File: config.mk
export PLATFORM = sky130hd
export DESIGN_NAME = core_top
export DESIGN_NICKNAME = d
export VERILOG_FILES = /design/src/rv_pkg.sv /design/src/core_top.sv /design/src/hazard_unit.sv /design/src/mem_access.sv /design/src/execute_unit.sv /design/src/decoder.sv /design/src/reg_file.sv /design/src/fetch_unit.sv /design/src/pipe_reg.sv
export VERILOG_INCLUDE_DIRS = /design/src /design/src/src
export SDC_FILE = /design/constraint.sdc
export NUM_CORES = 2
export LEC_CHECK = 0
export BUFFER_PORTS_ARGS = -buffer_cell sky130_fd_sc_hd__buf_2
export CAP_MARGIN = 20
export CORE_UTILIZATION = 30
export CTS_CLUSTER_SIZE = 25
export DETAILED_ROUTE_END_ITERATION = 12
export PLACE_DENSITY = 0.52
export SYNTH_ARGS = -nofsm -noshare
export SYNTH_HDL_FRONTEND = slang
export SYNTH_HIERARCHICAL = 1
export SYNTH_SLANG_ARGS = --single-unit
File: constraint.sdc
create_clock -name clk -period 11.9 [get_ports clk]
set_clock_uncertainty 0.15 [all_clocks]
set_input_delay 1.785 -clock clk [delete_from_list [all_inputs] [get_ports clk]]
set_output_delay 1.785 -clock clk [all_outputs]
set_load 0.03 [all_outputs]
File: src/rv_config.svh
`ifndef RV_CONFIG_SVH
`define RV_CONFIG_SVH

// integer datapath width
`define RV_XLEN 32

// x0 to x31
`define RV_REG_ADDR_W 5

// data RAM word address, 4 KiB
`define RV_RAM_ADDR_W 10

`define RV_RESET_PC 32'h0000_0000

`endif
File: src/rv_pkg.sv
`include "rv_config.svh"

package rv_pkg;

   // kept RV32I operations
   typedef enum logic [3:0] {
      op_nop,
      op_add,
      op_sub,
      op_and,
      op_or,
      op_xor,
      op_slt,
      op_addi,
      op_lw,
      op_sw,
      op_beq,
      op_bne,
      op_jal
   } alu_op_e;

   typedef struct packed {
      alu_op_e                   op;
      logic [`RV_REG_ADDR_W-1:0] rd;
      logic [`RV_REG_ADDR_W-1:0] rs1;
      logic [`RV_REG_ADDR_W-1:0] rs2;
      logic [`RV_XLEN-1:0]       imm;
      logic                      uses_rs1;
      logic                      uses_rs2;
      logic                      writes_rd;
      logic                      is_load;
      logic                      is_store;
      logic                      is_branch;
      logic                      is_jump;
   } dec_instr_t;

   //////////////////////////////////////////////////////////////////////
   // stage payloads

   typedef struct packed {
      logic [`RV_XLEN-1:0] pc;
      logic [`RV_XLEN-1:0] instr;
   } fd_t;

   typedef struct packed {
      dec_instr_t          dec;
      logic [`RV_XLEN-1:0] pc;
      logic [`RV_XLEN-1:0] rs1_val;
      logic [`RV_XLEN-1:0] rs2_val;
   } de_t;

   // result is the load/store address for memory ops
   typedef struct packed {
      dec_instr_t          dec;
      logic [`RV_XLEN-1:0] result;
      logic [`RV_XLEN-1:0] store_data;
   } em_t;

   typedef struct packed {
      logic [`RV_REG_ADDR_W-1:0] rd;
      logic                      writes_rd;
      logic                      is_load;
      logic [`RV_XLEN-1:0]       result;
   } mw_t;

endpackage

File: src/core_top.sv
`timescale 1ns/1ps
`include "rv_config.svh"

module core_top (
   input  logic                      clk,
   input  logic                      rstn,
   output logic [`RV_XLEN-1:0]       rom_addr,
   input  logic [`RV_XLEN-1:0]       rom_data,
   output logic [`RV_RAM_ADDR_W-1:0] ram_addr,
   output logic                      ram_en,
   output logic                      ram_we,
   output logic [`RV_XLEN-1:0]       ram_wdata,
   input  logic [`RV_XLEN-1:0]       ram_rdata
);

   rv_pkg::fd_t               fetch_out;
   rv_pkg::fd_t               fd_q;
   rv_pkg::de_t               de_d;
   rv_pkg::de_t               de_q;
   rv_pkg::em_t               em_d;
   rv_pkg::em_t               em_q;
   rv_pkg::mw_t               mw_d;
   rv_pkg::mw_t               mw_q;
   logic                      fd_valid;
   logic                      de_valid;
   logic                      em_valid;
   logic                      mw_valid;
   logic [`RV_REG_ADDR_W-1:0] rs1;
   logic [`RV_REG_ADDR_W-1:0] rs2;
   logic [`RV_XLEN-1:0]       rs1_val;
   logic [`RV_XLEN-1:0]       rs2_val;
   logic                      need_rs1;
   logic                      need_rs2;
   logic                      take_jump;
   logic [`RV_XLEN-1:0]       jump_target;
   logic [`RV_XLEN-1:0]       wb_data;
   logic                      stall;
   logic                      flush;

   //////////////////////////////////////////////////////////////////////
   // fetch and decode

   fetch_unit u_fetch (
      .clk(clk), .rstn(rstn), .stall(stall), .take_jump(flush),
      .jump_target(jump_target), .rom_addr(rom_addr), .rom_data(rom_data),
      .fetch_out(fetch_out)
   );

   pipe_reg #(.payload_t(rv_pkg::fd_t)) pipe_fd (
      .clk(clk), .rstn(rstn), .hold(stall), .flush(flush),
      .valid_in(1'b1), .data_in(fetch_out), .valid_out(fd_valid), .data_out(fd_q)
   );

   decoder u_decoder (
      .fd_in(fd_q), .fd_valid(fd_valid), .rs1(rs1), .rs2(rs2),
      .rs1_val(rs1_val), .rs2_val(rs2_val),
      .em_fwd(em_d), .em_fwd_valid(de_valid), .mw_fwd(mw_d), .mw_fwd_valid(em_valid),
      .de_out(de_d), .need_rs1(need_rs1), .need_rs2(need_rs2)
   );

   reg_file u_regs (
      .clk(clk), .rstn(rstn), .rs1(rs1), .rs2(rs2), .rs1_val(rs1_val), .rs2_val(rs2_val),
      .wr_en(mw_valid && mw_q.writes_rd), .wr_addr(mw_q.rd), .wr_data(wb_data)
   );

   // a stall turns the decode slot into a bubble
   pipe_reg #(.payload_t(rv_pkg::de_t)) pipe_de (
      .clk(clk), .rstn(rstn), .hold(1'b0), .flush(flush || stall),
      .valid_in(fd_valid), .data_in(de_d), .valid_out(de_valid), .data_out(de_q)
   );

   //////////////////////////////////////////////////////////////////////
   // execute, memory, writeback

   execute_unit u_exec (
      .de_in(de_q), .de_valid(de_valid), .em_out(em_d),
      .take_jump(take_jump), .jump_target(jump_target)
   );

   pipe_reg #(.payload_t(rv_pkg::em_t)) pipe_em (
      .clk(clk), .rstn(rstn), .hold(1'b0), .flush(1'b0),
      .valid_in(de_valid), .data_in(em_d), .valid_out(em_valid), .data_out(em_q)
   );

   mem_access u_mem (
      .clk(clk), .rstn(rstn), .em_in(em_q), .em_valid(em_valid),
      .ram_addr(ram_addr), .ram_en(ram_en), .ram_we(ram_we),
      .ram_wdata(ram_wdata), .ram_rdata(ram_rdata), .mw_out(mw_d), .wb_data(wb_data)
   );

   pipe_reg #(.payload_t(rv_pkg::mw_t)) pipe_mw (
      .clk(clk), .rstn(rstn), .hold(1'b0), .flush(1'b0),
      .valid_in(em_valid), .data_in(mw_d), .valid_out(mw_valid), .data_out(mw_q)
   );

   hazard_unit u_hazard (
      .fd_rs1(rs1), .fd_rs2(rs2), .need_rs1(need_rs1), .need_rs2(need_rs2),
      .de_instr(de_q.dec), .de_valid(de_valid), .em_instr(em_q.dec), .em_valid(em_valid),
      .take_jump(take_jump), .stall(stall), .flush(flush)
   );

endmodule

File: src/hazard_unit.sv
`timescale 1ns/1ps
`include "rv_config.svh"

module hazard_unit (
   input  logic [`RV_REG_ADDR_W-1:0] fd_rs1,
   input  logic [`RV_REG_ADDR_W-1:0] fd_rs2,
   input  logic                      need_rs1,
   input  logic                      need_rs2,
   input  rv_pkg::dec_instr_t        de_instr,
   input  logic                      de_valid,
   input  rv_pkg::dec_instr_t        em_instr,
   input  logic                      em_valid,
   input  logic                      take_jump,
   output logic                      stall,
   output logic                      flush
);

   logic de_hit;
   logic em_hit;

   function automatic logic load_use(
      input rv_pkg::dec_instr_t        ld,
      input logic                      ld_valid,
      input logic [`RV_REG_ADDR_W-1:0] r1,
      input logic [`RV_REG_ADDR_W-1:0] r2,
      input logic                      n1,
      input logic                      n2
   );
      return ld_valid && ld.is_load && ld.rd != '0
             && ((n1 && r1 == ld.rd) || (n2 && r2 == ld.rd));
   endfunction

   // loaded word is only seen at writeback
   assign de_hit = load_use(de_instr, de_valid, fd_rs1, fd_rs2, need_rs1, need_rs2);
   assign em_hit = load_use(em_instr, em_valid, fd_rs1, fd_rs2, need_rs1, need_rs2);

   // the waiting instruction is discarded anyway on a redirect
   assign flush = take_jump;
   assign stall = !take_jump && (de_hit || em_hit);

endmodule

File: src/mem_access.sv
`timescale 1ns/1ps
`include "rv_config.svh"

module mem_access (
   input  logic                      clk,
   input  logic                      rstn,
   input  rv_pkg::em_t               em_in,
   input  logic                      em_valid,
   output logic [`RV_RAM_ADDR_W-1:0] ram_addr,
   output logic                      ram_en,
   output logic                      ram_we,
   output logic [`RV_XLEN-1:0]       ram_wdata,
   input  logic [`RV_XLEN-1:0]       ram_rdata,
   output rv_pkg::mw_t               mw_out,
   output logic [`RV_XLEN-1:0]       wb_data
);

   logic                load_q;
   logic [`RV_XLEN-1:0] result_q;

   // word address from the byte address
   assign ram_addr  = em_in.result[`RV_RAM_ADDR_W+1:2];
   assign ram_en    = em_valid && (em_in.dec.is_load || em_in.dec.is_store);
   assign ram_we    = em_valid && em_in.dec.is_store;
   assign ram_wdata = em_in.store_data;

   assign mw_out.rd        = em_in.dec.rd;
   assign mw_out.writes_rd = em_in.dec.writes_rd;
   assign mw_out.is_load   = em_in.dec.is_load;
   assign mw_out.result    = em_in.result;

   always_ff @(posedge clk) begin
      if (rstn) begin
         load_q <= 1'b0;
      end else begin
         load_q <= em_valid && em_in.dec.is_load;
      end
   end

   always_ff @(posedge clk) begin
      result_q <= em_in.result;
   end

   // read data lands in the writeback cycle
   assign wb_data = load_q ? ram_rdata : result_q;

endmodule

File: src/execute_unit.sv
`timescale 1ns/1ps
`include "rv_config.svh"

module execute_unit (
   input  rv_pkg::de_t         de_in,
   input  logic                de_valid,
   output rv_pkg::em_t         em_out,
   output logic                take_jump,
   output logic [`RV_XLEN-1:0] jump_target
);

   logic [`RV_XLEN-1:0] a;
   logic [`RV_XLEN-1:0] b;
   logic [`RV_XLEN-1:0] result;
   logic                cond;

   assign a = de_in.rs1_val;
   assign b = de_in.rs2_val;

   always_comb begin
      result = a + de_in.dec.imm;
      case (de_in.dec.op)
         rv_pkg::op_add: result = a + b;
         rv_pkg::op_sub: result = a - b;
         rv_pkg::op_and: result = a & b;
         rv_pkg::op_or:  result = a | b;
         rv_pkg::op_xor: result = a ^ b;
         rv_pkg::op_slt: result = {{(`RV_XLEN-1){1'b0}}, $signed(a) < $signed(b)};
         // link value
         rv_pkg::op_jal: result = de_in.pc + `RV_XLEN'd4;
         default: ;
      endcase
   end

   // beq and bne differ only in the sense of the compare
   assign cond = (de_in.dec.op == rv_pkg::op_bne) ? (a != b) : (a == b);

   assign take_jump   = de_valid && (de_in.dec.is_jump || (de_in.dec.is_branch && cond));
   assign jump_target = de_in.pc + de_in.dec.imm;

   assign em_out.dec        = de_in.dec;
   assign em_out.result     = result;
   assign em_out.store_data = b;

endmodule

File: src/decoder.sv
`timescale 1ns/1ps
`include "rv_config.svh"

module decoder (
   input  rv_pkg::fd_t               fd_in,
   input  logic                      fd_valid,
   output logic [`RV_REG_ADDR_W-1:0] rs1,
   output logic [`RV_REG_ADDR_W-1:0] rs2,
   input  logic [`RV_XLEN-1:0]       rs1_val,
   input  logic [`RV_XLEN-1:0]       rs2_val,
   input  rv_pkg::em_t               em_fwd,
   input  logic                      em_fwd_valid,
   input  rv_pkg::mw_t               mw_fwd,
   input  logic                      mw_fwd_valid,
   output rv_pkg::de_t               de_out,
   output logic                      need_rs1,
   output logic                      need_rs2
);

   localparam logic [6:0] OPC_OP     = 7'b0110011;
   localparam logic [6:0] OPC_OP_IMM = 7'b0010011;
   localparam logic [6:0] OPC_LOAD   = 7'b0000011;
   localparam logic [6:0] OPC_STORE  = 7'b0100011;
   localparam logic [6:0] OPC_BRANCH = 7'b1100011;
   localparam logic [6:0] OPC_JAL    = 7'b1101111;

   logic [`RV_XLEN-1:0] ins;
   logic [`RV_XLEN-1:0] imm_i;
   logic [`RV_XLEN-1:0] imm_s;
   logic [`RV_XLEN-1:0] imm_b;
   logic [`RV_XLEN-1:0] imm_j;
   rv_pkg::dec_instr_t  dec;
   logic                em_wr;
   logic                mw_wr;

   assign ins   = fd_in.instr;
   assign imm_i = {{20{ins[31]}}, ins[31:20]};
   assign imm_s = {{20{ins[31]}}, ins[31:25], ins[11:7]};
   assign imm_b = {{19{ins[31]}}, ins[31], ins[7], ins[30:25], ins[11:8], 1'b0};
   assign imm_j = {{11{ins[31]}}, ins[31], ins[19:12], ins[20], ins[30:21], 1'b0};

   always_comb begin
      dec     = '0;
      dec.op  = rv_pkg::op_nop;
      dec.rd  = ins[11:7];
      dec.rs1 = ins[19:15];
      dec.rs2 = ins[24:20];
      case (ins[6:0])
         OPC_OP: begin
            dec.uses_rs1  = 1'b1;
            dec.uses_rs2  = 1'b1;
            dec.writes_rd = 1'b1;
            case ({ins[31:25], ins[14:12]})
               {7'h00, 3'b000}: dec.op = rv_pkg::op_add;
               {7'h20, 3'b000}: dec.op = rv_pkg::op_sub;
               {7'h00, 3'b111}: dec.op = rv_pkg::op_and;
               {7'h00, 3'b110}: dec.op = rv_pkg::op_or;
               {7'h00, 3'b100}: dec.op = rv_pkg::op_xor;
               {7'h00, 3'b010}: dec.op = rv_pkg::op_slt;
               default: begin
                  dec.uses_rs1  = 1'b0;
                  dec.uses_rs2  = 1'b0;
                  dec.writes_rd = 1'b0;
               end
            endcase
         end
         OPC_OP_IMM: begin
            if (ins[14:12] == 3'b000) begin
               dec.op        = rv_pkg::op_addi;
               dec.imm       = imm_i;
               dec.uses_rs1  = 1'b1;
               dec.writes_rd = 1'b1;
            end
         end
         OPC_LOAD: begin
            if (ins[14:12] == 3'b010) begin
               dec.op        = rv_pkg::op_lw;
               dec.imm       = imm_i;
               dec.uses_rs1  = 1'b1;
               dec.writes_rd = 1'b1;
               dec.is_load   = 1'b1;
            end
         end
         OPC_STORE: begin
            if (ins[14:12] == 3'b010) begin
               dec.op       = rv_pkg::op_sw;
               dec.imm      = imm_s;
               dec.uses_rs1 = 1'b1;
               dec.uses_rs2 = 1'b1;
               dec.is_store = 1'b1;
            end
         end
         OPC_BRANCH: begin
            if (ins[14:13] == 2'b00) begin
               dec.op        = ins[12] ? rv_pkg::op_bne : rv_pkg::op_beq;
               dec.imm       = imm_b;
               dec.uses_rs1  = 1'b1;
               dec.uses_rs2  = 1'b1;
               dec.is_branch = 1'b1;
            end
         end
         OPC_JAL: begin
            dec.op        = rv_pkg::op_jal;
            dec.imm       = imm_j;
            dec.writes_rd = 1'b1;
            dec.is_jump   = 1'b1;
         end
         default: ;
      endcase
   end

   assign rs1      = dec.rs1;
   assign rs2      = dec.rs2;
   assign need_rs1 = fd_valid && dec.uses_rs1;
   assign need_rs2 = fd_valid && dec.uses_rs2;

   //////////////////////////////////////////////////////////////////////
   // operand forwarding

   // one step ahead, straight from the ALU
   assign em_wr = em_fwd_valid && em_fwd.dec.writes_rd && em_fwd.dec.rd != '0;
   // two steps ahead, loads are left to the stall
   assign mw_wr = mw_fwd_valid && mw_fwd.writes_rd && !mw_fwd.is_load && mw_fwd.rd != '0;

   assign de_out.dec     = dec;
   assign de_out.pc      = fd_in.pc;
   assign de_out.rs1_val = (em_wr && em_fwd.dec.rd == rs1) ? em_fwd.result
                         : (mw_wr && mw_fwd.rd == rs1)     ? mw_fwd.result
                         : rs1_val;
   assign de_out.rs2_val = (em_wr && em_fwd.dec.rd == rs2) ? em_fwd.result
                         : (mw_wr && mw_fwd.rd == rs2)     ? mw_fwd.result
                         : rs2_val;

endmodule

File: src/reg_file.sv
`timescale 1ns/1ps
`include "rv_config.svh"

module reg_file (
   input  logic                      clk,
   input  logic                      rstn,
   input  logic [`RV_REG_ADDR_W-1:0] rs1,
   input  logic [`RV_REG_ADDR_W-1:0] rs2,
   output logic [`RV_XLEN-1:0]       rs1_val,
   output logic [`RV_XLEN-1:0]       rs2_val,
   input  logic                      wr_en,
   input  logic [`RV_REG_ADDR_W-1:0] wr_addr,
   input  logic [`RV_XLEN-1:0]       wr_data
);

   localparam int NREGS = 1 << `RV_REG_ADDR_W;

   logic [`RV_XLEN-1:0] regs [NREGS];

   always_ff @(posedge clk) begin
      if (rstn) begin
         for (int i = 0; i < NREGS; i++) begin
            regs[i] <= '0;
         end
      end else if (wr_en && wr_addr != '0) begin
         regs[wr_addr] <= wr_data;
      end
   end

   // write-through covers the writeback stage
   assign rs1_val = (rs1 == '0) ? '0 : (wr_en && wr_addr == rs1) ? wr_data : regs[rs1];
   assign rs2_val = (rs2 == '0) ? '0 : (wr_en && wr_addr == rs2) ? wr_data : regs[rs2];

endmodule

File: src/fetch_unit.sv
`timescale 1ns/1ps
`include "rv_config.svh"

module fetch_unit (
   input  logic                clk,
   input  logic                rstn,
   input  logic                stall,
   input  logic                take_jump,
   input  logic [`RV_XLEN-1:0] jump_target,
   output logic [`RV_XLEN-1:0] rom_addr,
   input  logic [`RV_XLEN-1:0] rom_data,
   output rv_pkg::fd_t         fetch_out
);

   logic [`RV_XLEN-1:0] pc;

   // redirect wins over a load-use hold
   always_ff @(posedge clk) begin
      if (rstn) begin
         pc <= `RV_RESET_PC;
      end else if (take_jump) begin
         pc <= jump_target;
      end else if (!stall) begin
         pc <= pc + `RV_XLEN'd4;
      end
   end

   assign rom_addr        = pc;
   assign fetch_out.pc    = pc;
   assign fetch_out.instr = rom_data;

endmodule

File: src/pipe_reg.sv
`timescale 1ns/1ps

module pipe_reg #(
   parameter type payload_t = logic
) (
   input  logic     clk,
   input  logic     rstn,
   input  logic     hold,
   input  logic     flush,
   input  logic     valid_in,
   input  payload_t data_in,
   output logic     valid_out,
   output payload_t data_out
);

   // flush beats hold and leaves a bubble
   always_ff @(posedge clk) begin
      if (rstn) begin
         valid_out <= 1'b0;
      end else if (flush) begin
         valid_out <= 1'b0;
      end else if (!hold) begin
         valid_out <= valid_in;
      end
   end

   always_ff @(posedge clk) begin
      if (!hold) begin
         data_out <= data_in;
      end
   end

endmodule

# [Yosys cells after proc, flatten, opt, wreduce, memory -nomap -nowiden]
# Memories as Yosys holds them, arrays and structs flattened. A register that Yosys moved wholly into a read port is not among the register bits.
# Cells that the tools add are included.
[totals] reg_bits=353 output_inout_bits=76 mem_count=1 ramBits=1024 inputBits=66 word_cells=166
[classes] n_reduce_logical=50 eq_ne=33 mux=44 bitwise=3 n_lt_le_gt_ge=1 n_addsub=6
[mem_list] name="u_regs.regs" depth=32 width=32 read_ports=2 rd_clocked_by_memory_dff=2 write_ports=32 line_no="reg_file.sv:18" rtl="logic [`RV_XLEN-1:0] regs [NREGS];"
[op_table] cell="$mux W32" n=12
[op_table] cell="$pmux W32 S7" n=1
[op_table] cell="$pmux W32 S5" n=1
[op_table] cell="$add A32 B32 Y32" n=3
[op_table] cell="$mux W34" n=2
[op_table] cell="$mux W33" n=2
[op_table] cell="$add A32 B3 Y32 const B" n=2
[op_table] cell="$eq A5 B5 Y1" n=10
[op_table] cell="$and A32 B32 Y32" n=1
[op_table] cell="$eq A32 B32 Y1" n=1
[op_table] cell="$lt A32 B32 Y1" n=1
[op_table] cell="$ne A32 B32 Y1" n=1
[op_table] cell="$or A32 B32 Y32" n=1
[op_table] cell="$reduce_or A32 Y1" n=1
[op_table] cell="$sub A32 B32 Y32" n=1
[op_table] cell="$xor A32 B32 Y32" n=1
[op_table] cell="$eq A10 B3 Y1 const B" n=3
[op_table] cell="$logic_and A1 B1 Y1" n=30
[op_table] cell="$pmux W4 S6" n=1
[op_table] cell="$pmux W3 S6" n=1
[op_table] cell="$mux W5" n=3
[op_table] cell="$reduce_bool A5 Y1" n=3
[op_table] cell="$eq A7 B6 Y1 const B" n=2
[op_table] cell="$eq A7 B7 Y1 const B" n=2
[op_table] cell="other kinds (25)" n=51

# [Depth between registers and ports, before layout]
[logic_depth] word_depth=12 ltp_mapped=18 ltp_nobuf=16

# [By module]
# The synthesis kept the hierarchy.
[by_module_without_submodules] module="reg_file" n_inst=1 area_per_inst_um2=55185.4 cells_each=3830 seq_area_each_um2=30749.5
[by_module_without_submodules] module="execute_unit" n_inst=1 area_per_inst_um2=8600.7 cells_each=1199 seq_area_each_um2=0.0
[by_module_without_submodules] module="pipe_reg at pipe_de" n_inst=1 area_per_inst_um2=4668.2 cells_each=158 seq_area_each_um2=4644.5
[by_module_without_submodules] module="decoder" n_inst=1 area_per_inst_um2=3935.0 cells_each=537 seq_area_each_um2=0.0
[by_module_without_submodules] module="pipe_reg at pipe_em" n_inst=1 area_per_inst_um2=3707.3 cells_each=126 seq_area_each_um2=3683.5
[by_module_without_submodules] module="fetch_unit" n_inst=1 area_per_inst_um2=2359.8 cells_each=295 seq_area_each_um2=640.6
[by_module_without_submodules] module="pipe_reg at pipe_fd" n_inst=1 area_per_inst_um2=1965.6 cells_each=68 seq_area_each_um2=1941.9
[by_module_without_submodules] module="mem_access" n_inst=1 area_per_inst_um2=1835.5 cells_each=153 seq_area_each_um2=660.6
[by_module_without_submodules] module="pipe_reg at pipe_mw" n_inst=1 area_per_inst_um2=1214.9 cells_each=43 seq_area_each_um2=1191.1
[by_module_without_submodules] module="hazard_unit" n_inst=1 area_per_inst_um2=284.0 cells_each=40 seq_area_each_um2=0.0
[by_module_without_submodules] module="core_top" n_inst=1 area_per_inst_um2=20.0 cells_each=4 seq_area_each_um2=0.0

# [Worst setup path after synthesis]
# OpenSTA, ideal clock, no wires.
[synth_timing] kind="register to register" from="reg pipe_de/data_out[151] (netlist name)" to="reg pipe_de/data_out[28] (netlist name), data pin" path_stages_with_launch=18 required_time_ps=11481 period_less_slack_ps=4919 t_arrival_ps=4500 n_path_buf=2 setup_time_ps=269 setup_slack_ps=6981 path_cell_list="edfxtp_1 clkbuf_1 nor4_2 clkbuf_1 mux2_2 ha_1 fa_1 a21o_1 a21oi_1 o21ai_1 a32o_1 a41oi_1 o31ai_1 mux2i_1 a221oi_1 nand3_1 nor4_1 a31oi_2"
[synth_lines] item="from (decl)" line_no="pipe_reg.sv:13" rtl="output payload_t data_out"
[synth_lines] item="from (signal assigned)" line_no="pipe_reg.sv:29" rtl="data_out <= data_in;"

==> metrics.cfg <==
[clock_network]
clk_latency_ps = 830
cts_resized = 0
holdBufCountCts = 0
cts_buffers = 159
root_buffer = clkbuf_16
cts_tree = yes
clk_path_buf_depth = 4
cts.sinks = 1377
h-tree-depth = 4
cts.reportedPaths.clkPinSlew_ps = 60
cts_setup_buffers = 0

[cells_and_area]
final_cell_area_mm2 = 0.0880
layout_commonest_cell = edfxtp_1
nets = 6228
syn2layout_area_growth_pct = 9.41
layout_common_cells = edfxtp_1, and2_1, mux4_2, mux2i_1, nand2_1
instances_no_fill = 9652
drive_gt1_frac = 0.200

[job]
maxCapViolations = 0

[placement]
place.gp.congestion = 0.939
place_area_mm2 = 0.0828
dp_cells = 9366
port_buffers = 141
hpwl_mm = 201

[detailed_routing]
routed_wl_mm = 300
via_count = 55000
wl_per_cell_um = 31.1
route.detailed.drc = 0
via_per_inst = 5.70
ant_nets = 0
drtPass1Iterations = 6
drtIter0Drc = 6712

[synth]
syn_inst = 6296
syn-cell-area_mm2 = 0.0805
syn_avg_cell_area_um2 = 12.8
yosys_warnings = 6

[die]
rows = 189
die_w_um = 520
dieArea_mm2 = 0.270
core_mm2 = 0.266
die_h_um = 520
start_util = 0.302
io_pins = 142

[sta]
hold_viol = 0
worst_pin_slew_ps = 1200
rsz0062_at_grt = false
setup_viol = 0
fmax_ghz = 0.177
min_period_ps = 5660
final.setup.tns_ps = 0
slew_headroom = 0.189
finalCritPeriodShare = 0.476
maxSlewViolCount = 0

[power]
power.leakage_nw = 31.6
power.total_w = 0.0127
p_per_area_mw_per_mm2 = 145
ir_drop_uv = 107

[setup_path]
path_class = reg -> reg
endpoint_kind = flip-flop
critPathMaxFanout = 34
r2r_setup_slack_ps = 6240
worstPathArrival_ps = 5980
required_ps = 12220
cp-start-kind = flip-flop

[global_routing]
grt_pass1_wl_mm = 417
grt_pass1_vias = 52300
overflow = 0
antenna_found_initial = 27
grt_max_degree = 143
grt.total_usage = 0.215

[status]
run_status = finished, final reports clean

[worst_hold_path]
hp-class = reg -> reg

worst paths after layout:
| check | startpoint | end | cells past startpoint |
|---|---|---|---|
| hold / removal | pipe_em/data_out[44] | u_mem/result_q[12] | 0 |
| setup reg to reg | pipe_de/data_out[150] | pipe_de/data_out[28] | 17 |
| hold reg to reg | pipe_em/data_out[44] | u_mem/result_q[12] | 0 |
| setup / recovery | pipe_de/data_out[150] | pipe_de/data_out[28] | 17 |
where the power goes:
| part | switching, W | internal, W | leakage [nW] |
|---|---|---|---|
| combinational | 0.00133 | 0.000623 | 15.0 |
| sequential | 0.000204 | 0.00554 | 14.0 |
| clock | 0.00208 | 0.00297 | 2.50 |
| total | 0.00362 | 0.00913 | 31.6 |
flip-flops by register name, summed over array words and instances (netlist names):
register / count
pipe_de/data_out: 142
pipe_de/valid_out: 1
pipe_em/data_out: 72
pipe_em/valid_out: 1
pipe_fd/data_out: 64
pipe_fd/valid_out: 1
pipe_mw/data_out: 6
pipe_mw/valid_out: 1
u_fetch/rom_addr: 32
u_mem/load_q: 1
u_mem/result_q: 32
u_regs/regs: 1024
through the flow:
stage | hold WS, ps | worst slack [ps] | utilization
after floorplan | 199 | 7010 | -
after global placement | 232 | 6280 | 0.311
after detailed placement | 241 | 6130 | 0.311
after CTS | 203 | 6270 | 0.331
after global routing | 216 | 6030 | 0.331
final | 195 | 6240 | 0.331
routing by layer:
metal,GRT usage,vias to the layer above,wire [um]
li1,-,23100,-
met1,0.299,28600,126000
met2,0.336,2814,136000
met3,0.0527,406,30500
met4,0.0529,10,7820
met5,0,-,62
cell type report:
cell class	instances	area, um2
fillers	26000	178000
diodes	2	5.00
repair buffers	282	1950
clock inverters	84	970
clock buffers	195	4180
flip-flops and latches	1377	40700
well taps	3533	4420
inverters	132	495
multi-input cells	4047	35400
worst max-delay path, cell delays in order (launching register included):
cell	delay, ps
edfxtp_1	430
inv_1	160
nor4_4	290
buf_4	470
mux2_2	400
ha_1	230
fa_1	450
a21o_1	180
a21oi_1	340
o21ai_1	220
a32o_1	360
a41oi_1	450
o31ai_1	160
mux2i_1	140
a221oi_1	290
nand3_1	190
nor4_1	360
a31oi_2	60
Note: power is estimated with default switching activity, not from simulation.
